`config.mk`:
```
export PLATFORM = sky130hd
export DESIGN_NAME = ex_stage
export DESIGN_NICKNAME = d
export VERILOG_FILES = /design/src/ex_pkg.sv /design/src/ex_alu.sv /design/src/ex_fwd_stall.sv /design/src/ex_mult.sv /design/src/ex_stage.sv /design/src/ex_wb_reg.sv
export SDC_FILE = /design/constraint.sdc
export NUM_CORES = 2
export LEC_CHECK = 0
export ABC_AREA = 1
export BUFFER_PORTS_ARGS = -buffer_cell sky130_fd_sc_hd__buf_2
export CORE_ASPECT_RATIO = 1.1
export CORE_MARGIN = 2
export CORE_UTILIZATION = 25
export DETAILED_ROUTE_END_ITERATION = 8
export SYNTH_ARGS = -nofsm -noshare
export SYNTH_HDL_FRONTEND = slang
export SYNTH_SLANG_ARGS = --single-unit
```
`constraint.sdc`:
```
create_clock -name clk -period 17.3 [get_ports clk]
set_input_delay 0.865 -clock clk [delete_from_list [all_inputs] [get_ports clk]]
set_output_delay 0.865 -clock clk [all_outputs]
set_load 0.02 [all_outputs]
```
`src/ex_pkg.sv`:
```
// Execute stage package: widths, vector types, operator and state enums, request and wb structs

package ex_pkg;

  ////////////////////
  // Widths
  ////////////////////

  // Data path width of the integer core
  localparam int DATA_W     = 32;
  // Register file address, 6 bits covers integer and extended registers
  localparam int REG_ADDR_W = 6;
  // Shift amount taken from the low bits of operand B
  localparam int SHAMT_W    = 5;

  // Operand, result and CSR/LSU data word
  typedef logic [DATA_W-1:0]     word_t;
  // Register file write address
  typedef logic [REG_ADDR_W-1:0] reg_addr_t;

  ////////////////////
  // Operators
  ////////////////////

  // ALU operators, comparisons at the end of the list
  typedef enum logic [3:0] {
    ADD, SUB, AND, OR, XOR,
    SLL, SRL, SRA,
    SLT, SLTU,
    EQ, NE, LT, GE, LTU, GEU
  } alu_op_e;

  // Multiplier operators
  typedef enum logic [1:0] {
    MUL,
    MAC,
    MULH
  } mult_op_e;

  // High-half multiply sequencing
  typedef enum logic {
    IDLE,
    HIGH_DONE
  } mult_state_e;

  ////////////////////
  // Request structs
  ////////////////////

  // ALU request from ID
  typedef struct packed {
    alu_op_e op;
    word_t   operand_a;
    word_t   operand_b;
  } alu_req_t;

  // Multiplier request from ID
  // signed_mode[1] marks A signed, signed_mode[0] marks B signed (MULH only)
  typedef struct packed {
    mult_op_e   op;
    word_t      operand_a;
    word_t      operand_b;
    word_t      operand_c;
    logic [1:0] signed_mode;
  } mult_req_t;

  // Register file write control
  typedef struct packed {
    logic      we;
    reg_addr_t waddr;
  } wb_ctrl_t;

endpackage

```
`src/ex_alu.sv`:
```
// Combinational ALU: add/sub, logic, shifts, set-less-than and branch comparisons

`timescale 1ns/1ps

module ex_alu import ex_pkg::*; (
  input  alu_req_t alu_req_i,
  output word_t    result_o,
  output logic     cmp_result_o
);

  // Operand aliases
  word_t              op_a;
  word_t              op_b;
  logic [SHAMT_W-1:0] shamt;

  // Shared comparator outputs
  logic               is_eq;
  logic               lt_signed;
  logic               lt_unsigned;

  // Comparison flag before it goes out
  logic               cmp;

  assign op_a  = alu_req_i.operand_a;
  assign op_b  = alu_req_i.operand_b;
  // Only the low 5 bits of B count for shifts
  assign shamt = op_b[SHAMT_W-1:0];

  ////////////////////
  // Comparator
  ////////////////////

  // One equality and two less-than checks serve every compare op
  assign is_eq       = (op_a == op_b);
  assign lt_signed   = ($signed(op_a) < $signed(op_b));
  assign lt_unsigned = (op_a < op_b);

  // Branch flag select
  always_comb begin
    cmp = 1'b0;
    unique case (alu_req_i.op)
      EQ:        cmp = is_eq;
      NE:        cmp = ~is_eq;
      // SLT shares the signed less-than with the branch
      LT, SLT:   cmp = lt_signed;
      GE:        cmp = ~lt_signed;
      LTU, SLTU: cmp = lt_unsigned;
      GEU:       cmp = ~lt_unsigned;
      // Arithmetic, logic and shift ops give no branch
      default:   cmp = 1'b0;
    endcase
  end

  assign cmp_result_o = cmp;

  ////////////////////
  // Result mux
  ////////////////////

  always_comb begin
    unique case (alu_req_i.op)
      // Adder
      ADD:     result_o = op_a + op_b;
      SUB:     result_o = op_a - op_b;

      // Bitwise logic
      AND:     result_o = op_a & op_b;
      OR:      result_o = op_a | op_b;
      XOR:     result_o = op_a ^ op_b;

      // Shifter
      SLL:     result_o = op_a << shamt;
      SRL:     result_o = op_a >> shamt;
      // Arithmetic shift keeps the sign bit
      SRA:     result_o = word_t'($signed(op_a) >>> shamt);

      // All comparisons return the flag as 0 or 1
      default: result_o = {{(DATA_W-1){1'b0}}, cmp};
    endcase
  end

endmodule

```
`src/ex_fwd_stall.sv`:
```
// Forwarding write port mux and the ex_ready/ex_valid stall logic

`timescale 1ns/1ps

module ex_fwd_stall import ex_pkg::*; (
  // Unit enables from ID
  input  logic     alu_en_i,
  input  logic     mult_en_i,
  input  logic     csr_access_i,
  input  logic     lsu_en_i,

  // Candidate write data
  input  word_t    alu_result_i,
  input  word_t    mult_result_i,
  input  word_t    csr_rdata_i,

  // ALU port write control from ID
  input  wb_ctrl_t alu_wb_i,

  // Readiness of the units and later stages
  input  logic     mult_ready_i,
  input  logic     lsu_ready_ex_i,
  input  logic     wb_ready_i,
  input  logic     branch_in_ex_i,

  // Forwarding port to RF and ID
  output wb_ctrl_t fwd_o,
  output word_t    fwd_wdata_o,

  output logic     ex_ready_o,
  output logic     ex_valid_o
);

  // All units able to take or finish work
  logic units_ready;
  // Some unit has an instruction in EX
  logic any_en;

  ////////////////////
  // Forwarding port
  ////////////////////

  // Address and enable come straight from ID
  assign fwd_o = alu_wb_i;

  // CSR wins over MUL, MUL wins over ALU
  always_comb begin
    if (csr_access_i) begin
      fwd_wdata_o = csr_rdata_i;
    end else if (mult_en_i) begin
      fwd_wdata_o = mult_result_i;
    end else if (alu_en_i) begin
      fwd_wdata_o = alu_result_i;
    end else begin
      fwd_wdata_o = '0;
    end
  end

  ////////////////////
  // Stall logic
  ////////////////////

  assign units_ready = mult_ready_i & lsu_ready_ex_i & wb_ready_i;
  assign any_en      = alu_en_i | mult_en_i | csr_access_i | lsu_en_i;

  // Branches resolve in EX, no need to wait for the later stages
  assign ex_ready_o = units_ready | branch_in_ex_i;
  // Valid goes forward only, independent of the branch override
  assign ex_valid_o = any_en & units_ready;

endmodule

```
`src/ex_mult.sv`:
```
// Multiplier: single-cycle MUL/MAC low path and a two-cycle MULH high-half FSM

`timescale 1ns/1ps

module ex_mult import ex_pkg::*; (
  input  logic      clk,
  input  logic      rst_n,

  input  logic      mult_en_i,
  input  mult_req_t mult_req_i,
  // Result consumed when the stage moves on
  input  logic      ex_ready_i,

  output word_t     result_o,
  output logic      ready_o,
  output logic      multicycle_o
);

  // Low product path
  word_t                     mul_lo;
  word_t                     mac_lo;

  // Sign-extended operands for MULH, one extra bit each
  logic signed [DATA_W:0]    op_a_ext;
  logic signed [DATA_W:0]    op_b_ext;
  logic signed [2*DATA_W+1:0] prod_full;

  // Registered full product
  logic [2*DATA_W-1:0]       prod_q;

  // High-half FSM
  mult_state_e               state_q;
  mult_state_e               state_d;
  logic                      mulh_start;

  ////////////////////
  // Datapath
  ////////////////////

  // Low 32 bits are the same for signed and unsigned operands
  assign mul_lo = mult_req_i.operand_a * mult_req_i.operand_b;
  assign mac_lo = mul_lo + mult_req_i.operand_c;

  // Sign bit only when the mode asks for it
  assign op_a_ext  = {mult_req_i.signed_mode[1] & mult_req_i.operand_a[DATA_W-1],
                      mult_req_i.operand_a};
  assign op_b_ext  = {mult_req_i.signed_mode[0] & mult_req_i.operand_b[DATA_W-1],
                      mult_req_i.operand_b};
  assign prod_full = op_a_ext * op_b_ext;

  // A new MULH only starts from IDLE
  assign mulh_start = mult_en_i && (mult_req_i.op == MULH) && (state_q == IDLE);

  // Product capture in the first MULH cycle
  always_ff @(posedge clk) begin
    if (mulh_start) begin
      prod_q <= prod_full[2*DATA_W-1:0];
    end
  end

  ////////////////////
  // Control
  ////////////////////

  always_comb begin
    state_d      = state_q;
    ready_o      = 1'b1;
    multicycle_o = 1'b0;
    // MUL by default, MAC adds C
    result_o     = (mult_req_i.op == MAC) ? mac_lo : mul_lo;

    unique case (state_q)
      IDLE: begin
        if (mulh_start) begin
          // Hold the stage while the product is registered
          ready_o = 1'b0;
          state_d = HIGH_DONE;
        end
      end
      HIGH_DONE: begin
        result_o     = prod_q[2*DATA_W-1:DATA_W];
        multicycle_o = 1'b1;
        // Stay here under back-pressure so the result holds
        if (ex_ready_i) begin
          state_d = IDLE;
        end
      end
      default: state_d = IDLE;
    endcase
  end

  always_ff @(posedge clk or negedge rst_n) begin
    if (!rst_n) begin
      state_q <= IDLE;
    end else begin
      state_q <= state_d;
    end
  end

endmodule

```
`src/ex_stage.sv`:
```
// Execute stage top: ALU, multiplier, forwarding/stall logic and EX/WB register

`timescale 1ns/1ps

module ex_stage import ex_pkg::*; (
  input  logic      clk,
  input  logic      rst_n,

  // ALU request
  input  logic      alu_en_i,
  input  alu_req_t  alu_req_i,
  input  word_t     operand_c_i,

  // Multiplier request
  input  logic      mult_en_i,
  input  mult_req_t mult_req_i,

  // CSR read data
  input  logic      csr_access_i,
  input  word_t     csr_rdata_i,

  // Write controls for the two RF ports
  input  wb_ctrl_t  alu_wb_i,
  input  wb_ctrl_t  lsu_wb_i,

  // LSU
  input  logic      lsu_en_i,
  input  logic      lsu_ready_ex_i,
  input  logic      lsu_err_i,
  input  word_t     lsu_rdata_i,

  input  logic      branch_in_ex_i,
  input  logic      wb_ready_i,

  // Forwarding port, RF and ID
  output wb_ctrl_t  fwd_o,
  output word_t     fwd_wdata_o,

  // Write-back port, LSU results
  output wb_ctrl_t  wb_o,
  output word_t     wb_wdata_o,

  // To IF
  output word_t     jump_target_o,
  output logic      branch_decision_o,

  output logic      mult_multicycle_o,
  output logic      ex_ready_o,
  output logic      ex_valid_o
);

  word_t alu_result;
  logic  alu_cmp;
  word_t mult_result;
  logic  mult_ready;

  ////////////////////
  // Branch
  ////////////////////

  // Target computed in ID, decision from the ALU compare
  assign jump_target_o     = operand_c_i;
  assign branch_decision_o = alu_cmp;

  ex_alu i_alu (
    .alu_req_i    (alu_req_i),
    .result_o     (alu_result),
    .cmp_result_o (alu_cmp)
  );

  // ex_ready closes the loop so MULH knows its result was taken
  ex_mult i_mult (
    .clk          (clk),
    .rst_n        (rst_n),
    .mult_en_i    (mult_en_i),
    .mult_req_i   (mult_req_i),
    .ex_ready_i   (ex_ready_o),
    .result_o     (mult_result),
    .ready_o      (mult_ready),
    .multicycle_o (mult_multicycle_o)
  );

  ex_fwd_stall i_fwd_stall (
    .alu_en_i       (alu_en_i),
    .mult_en_i      (mult_en_i),
    .csr_access_i   (csr_access_i),
    .lsu_en_i       (lsu_en_i),
    .alu_result_i   (alu_result),
    .mult_result_i  (mult_result),
    .csr_rdata_i    (csr_rdata_i),
    .alu_wb_i       (alu_wb_i),
    .mult_ready_i   (mult_ready),
    .lsu_ready_ex_i (lsu_ready_ex_i),
    .wb_ready_i     (wb_ready_i),
    .branch_in_ex_i (branch_in_ex_i),
    .fwd_o          (fwd_o),
    .fwd_wdata_o    (fwd_wdata_o),
    .ex_ready_o     (ex_ready_o),
    .ex_valid_o     (ex_valid_o)
  );

  ex_wb_reg i_wb_reg (
    .clk         (clk),
    .rst_n       (rst_n),
    .ex_valid_i  (ex_valid_o),
    .wb_ready_i  (wb_ready_i),
    .lsu_err_i   (lsu_err_i),
    .lsu_wb_i    (lsu_wb_i),
    .lsu_rdata_i (lsu_rdata_i),
    .wb_o        (wb_o),
    .wb_wdata_o  (wb_wdata_o)
  );

endmodule

```
`src/ex_wb_reg.sv`:
```
// EX/WB pipeline register for the LSU write-back port

`timescale 1ns/1ps

module ex_wb_reg import ex_pkg::*; (
  input  logic     clk,
  input  logic     rst_n,

  input  logic     ex_valid_i,
  input  logic     wb_ready_i,
  // Faulting load must not write the RF
  input  logic     lsu_err_i,

  // LSU port write control from ID
  input  wb_ctrl_t lsu_wb_i,
  input  word_t    lsu_rdata_i,

  // Write-back port
  output wb_ctrl_t wb_o,
  output word_t    wb_wdata_o
);

  // Registered write control
  wb_ctrl_t wb_q;
  // Enable after error suppression
  logic     we_next;

  assign we_next = lsu_wb_i.we & ~lsu_err_i;

  always_ff @(posedge clk or negedge rst_n) begin
    if (!rst_n) begin
      wb_q <= '0;
    end else if (ex_valid_i) begin
      // wb_ready is implied by ex_valid
      wb_q.we <= we_next;
      // Address only moves with a real write
      if (we_next) begin
        wb_q.waddr <= lsu_wb_i.waddr;
      end
    end else if (wb_ready_i) begin
      // WB drained and nothing new, flush the slot
      wb_q.we <= 1'b0;
    end
  end

  assign wb_o = wb_q;
  // Load data arrives in WB, no register on it here
  assign wb_wdata_o = lsu_rdata_i;

endmodule

```
==> results.yml <==
global_routing:
  grt_overflow: 0
  grt_max_degree: 67
  grt_first_pass_wirelength_microns: 363000
  grtUsageTotal_pct: 17.9
  grt_pass1_vias: 58347
  antenna_found_initial: 35
synth:
  syn_inst: 8565
  ys_warn_count: 0
  yosysSeqAreaShare_pct: 1.75
  avgSynthCellArea_sq_um: 7.73
  synth.most_common_cell: "inv_1"
  netlist_area_sq_um: 66200
  synth_area_leaders: "fa_1, inv_1, nand2_1"
  yosysTopAreaCell: "fa_1"
  ys_async_sr_fraction_pct: 20.0
  ys_top_cells_by_count: "inv_1, nand2_1, fa_1"
  synth_top_area_share_pct: 46.4
  synth_edf_count: 32
  ys.flop_type: "edfxtp_1"
  syn_nets: 10848
  synth_cell_type_count: 77
  ys_seq_elements: 40
cts:
  clk_latency_ns: 0.30
  cts_buffers: 5
  tritoncts: "built"
  clkTransAtPathRegs_ns: 0.07
  ctsResizeCount: 0
  cts_sinks: 40
  cts_setup_buffers: 0
  cts.path.max_buffers: 2
  holdBufCountCts: 0
  h-tree-depth: 2
  root_buffer: "clkbuf_16"
timing:
  finalMaxSlewViolations: 0
  fin_tns_setup_ns: 0
  post-route-period-util_pct: 64.0
  rsz0062_at_grt: "false"
  fmax_ghz: 0.0903
  worst_slew_pin_slew_ns: 1.23
  period_minus_slack_ns: 11.07
  timing.hold.ws_ns: 0.428
  setup_violations: 0
  slew_headroom_pct: 17.5
  hold_viol_final: 0
  skew_ns: 0.00409
die:
  die_x_microns: 495
  dieArea_sq_um: 269000
  io_pins: 402
  fp.coreArea_sq_um: 264000
  num_rows: 198
  initial_utilization_pct: 25.1
  die_h_microns: 544
placed_design:
  place_area_sq_um: 70200
  hpwl_microns: 204000
  gp_congestion: 1.03
  io_buffers: 259
drt:
  routed_wl_microns: 241000
  drt-vias-per-instance: 4.66
  drt_iter0_drc: 4695
  dr.pass1.iters: 8
  postRouteAntennaNets: 0
  routedWlPerCell_microns: 20.2
  vias: 55806
  post-route-drc-count: 0
cells_and_area:
  syn2layout_area_growth_pct: 6.33
  drive_gt1_share_pct: 6.25
  design_area_sq_um: 70400
  layout.nets: 10746
  fillCellCount: 29187
setup_path:
  critPathMaxStageDelay_ns: 0.82
  crit_top_cell: "inv_1"
  cp.arrival_ns: 10.21
  path_max_fanout: 34
  cp-start-kind: "input pin"
  required_ns: 16.43
  reg2reg_slack_ns: 14.74
  end_kind: "primary output"
  slowest_stage: "buf_2"
  critPathKind: "in -> out"
run:
  cap_viol_max_count: 0
worst_hold_path:
  hold_path.class: "in -> async"
outcome:
  outcome: "finished clean"
-- stage by stage --
stage | cells | util [%] | worst slack [ns]
2_1_floorplan | 8565 | - | 7.82
3_3_place_gp | 11956 | 26.6 | 6.06
3_5_place_dp | 11956 | 26.6 | 6.04
4_1_cts | 11964 | 26.7 | 6.07
5_1_grt | 11972 | 26.7 | 5.53
6_report | 11973 | 26.7 | 6.23
-- final timing paths --
check                           depth (start not counted)               end              from
worst max-delay path                                   37   fwd_wdata_o[31]    mult_req_i[74]
worst min-delay path                                    1  i_wb_reg.wb_o[0]             rst_n
min in group clk                                        1  i_wb_reg.wb_o[2]  i_wb_reg.wb_o[2]
worst max register to register                          6  i_wb_reg.wb_o[3]    i_mult.state_q
max in group asynchronous                               1  i_wb_reg.wb_o[4]             rst_n
worst min register to register                          1  i_wb_reg.wb_o[2]  i_wb_reg.wb_o[2]
-- layout make-up --
type	count	area (sq um)	share of cell area (%)
Timing Repair Buffer	331	1840	2.61
Clock inverter	3	46.3	0.0657
Multi-Input combinational cell	5728	54000	76.7
Tap cell	3500	4380	6.22
Inverter	2357	8860	12.6
Sequential cell	40	1160	1.65
Antenna cell	9	22.5	0.0320
Clock buffer	5	125	0.178
-- critical path, delay by kind of cell --
| family | cells | cell delay [ns] |
|---|---|---|
| adders and majority gates | 10 | 4.79 |
| and+or+nand+nor | 15 | 2.37 |
| buffers and inverters | 11 | 1.67 |
| AOI/OAI and AO/OA | 1 | 0.45 |
-- layer usage --
metal	up-vias	routed length [microns]	global-route usage [%]
met5	-	57	0
met4	8	14300	8.70
met3	584	17900	2.16
met2	2447	115000	30.4
met1	27902	94200	22.3
li1	24865	-	-
-- flip-flops by register name (all words and copies together), names as in the netlist --
name            cells
i_wb_reg.wb_o       7
i_mult.prod_q      32
i_mult.state_q      1
-- layout by cell type, fill, tap and decap left out, types with 35 or more instances in the layout --
| cell type | n |
|---|---|
| inv_1 | 2304 |
| o211ai_1 | 35 |
| o21ai_0 | 244 |
| nand2_1 | 1858 |
| xor2_1 | 47 |
| or2_2 | 40 |
| ha_1 | 460 |
| o21ai_1 | 86 |
| buf_2 | 259 |
| a31oi_1 | 50 |
| nand3_1 | 226 |
| a21oi_1 | 333 |
| buf_4 | 72 |
| nand4_1 | 39 |
| nor3_1 | 35 |
| inv_2 | 43 |
| xnor2_1 | 36 |
| nor2_1 | 381 |
| fa_1 | 1535 |
-- cells by family after synthesis --
family                     share of synthesized area [%]
AOI/OAI and AO/OA                                   8.11
xor gates and xnor gates                            1.22
adders and majority gates                           55.1
buffers and inverters                               16.7
DFF                                                 1.75
muxes                                              0.298
and+or+nand+nor                                     16.8
Power is not shown: default switching activity piles up to over one toggle a cycle in this logic, so the estimate is an artifact.
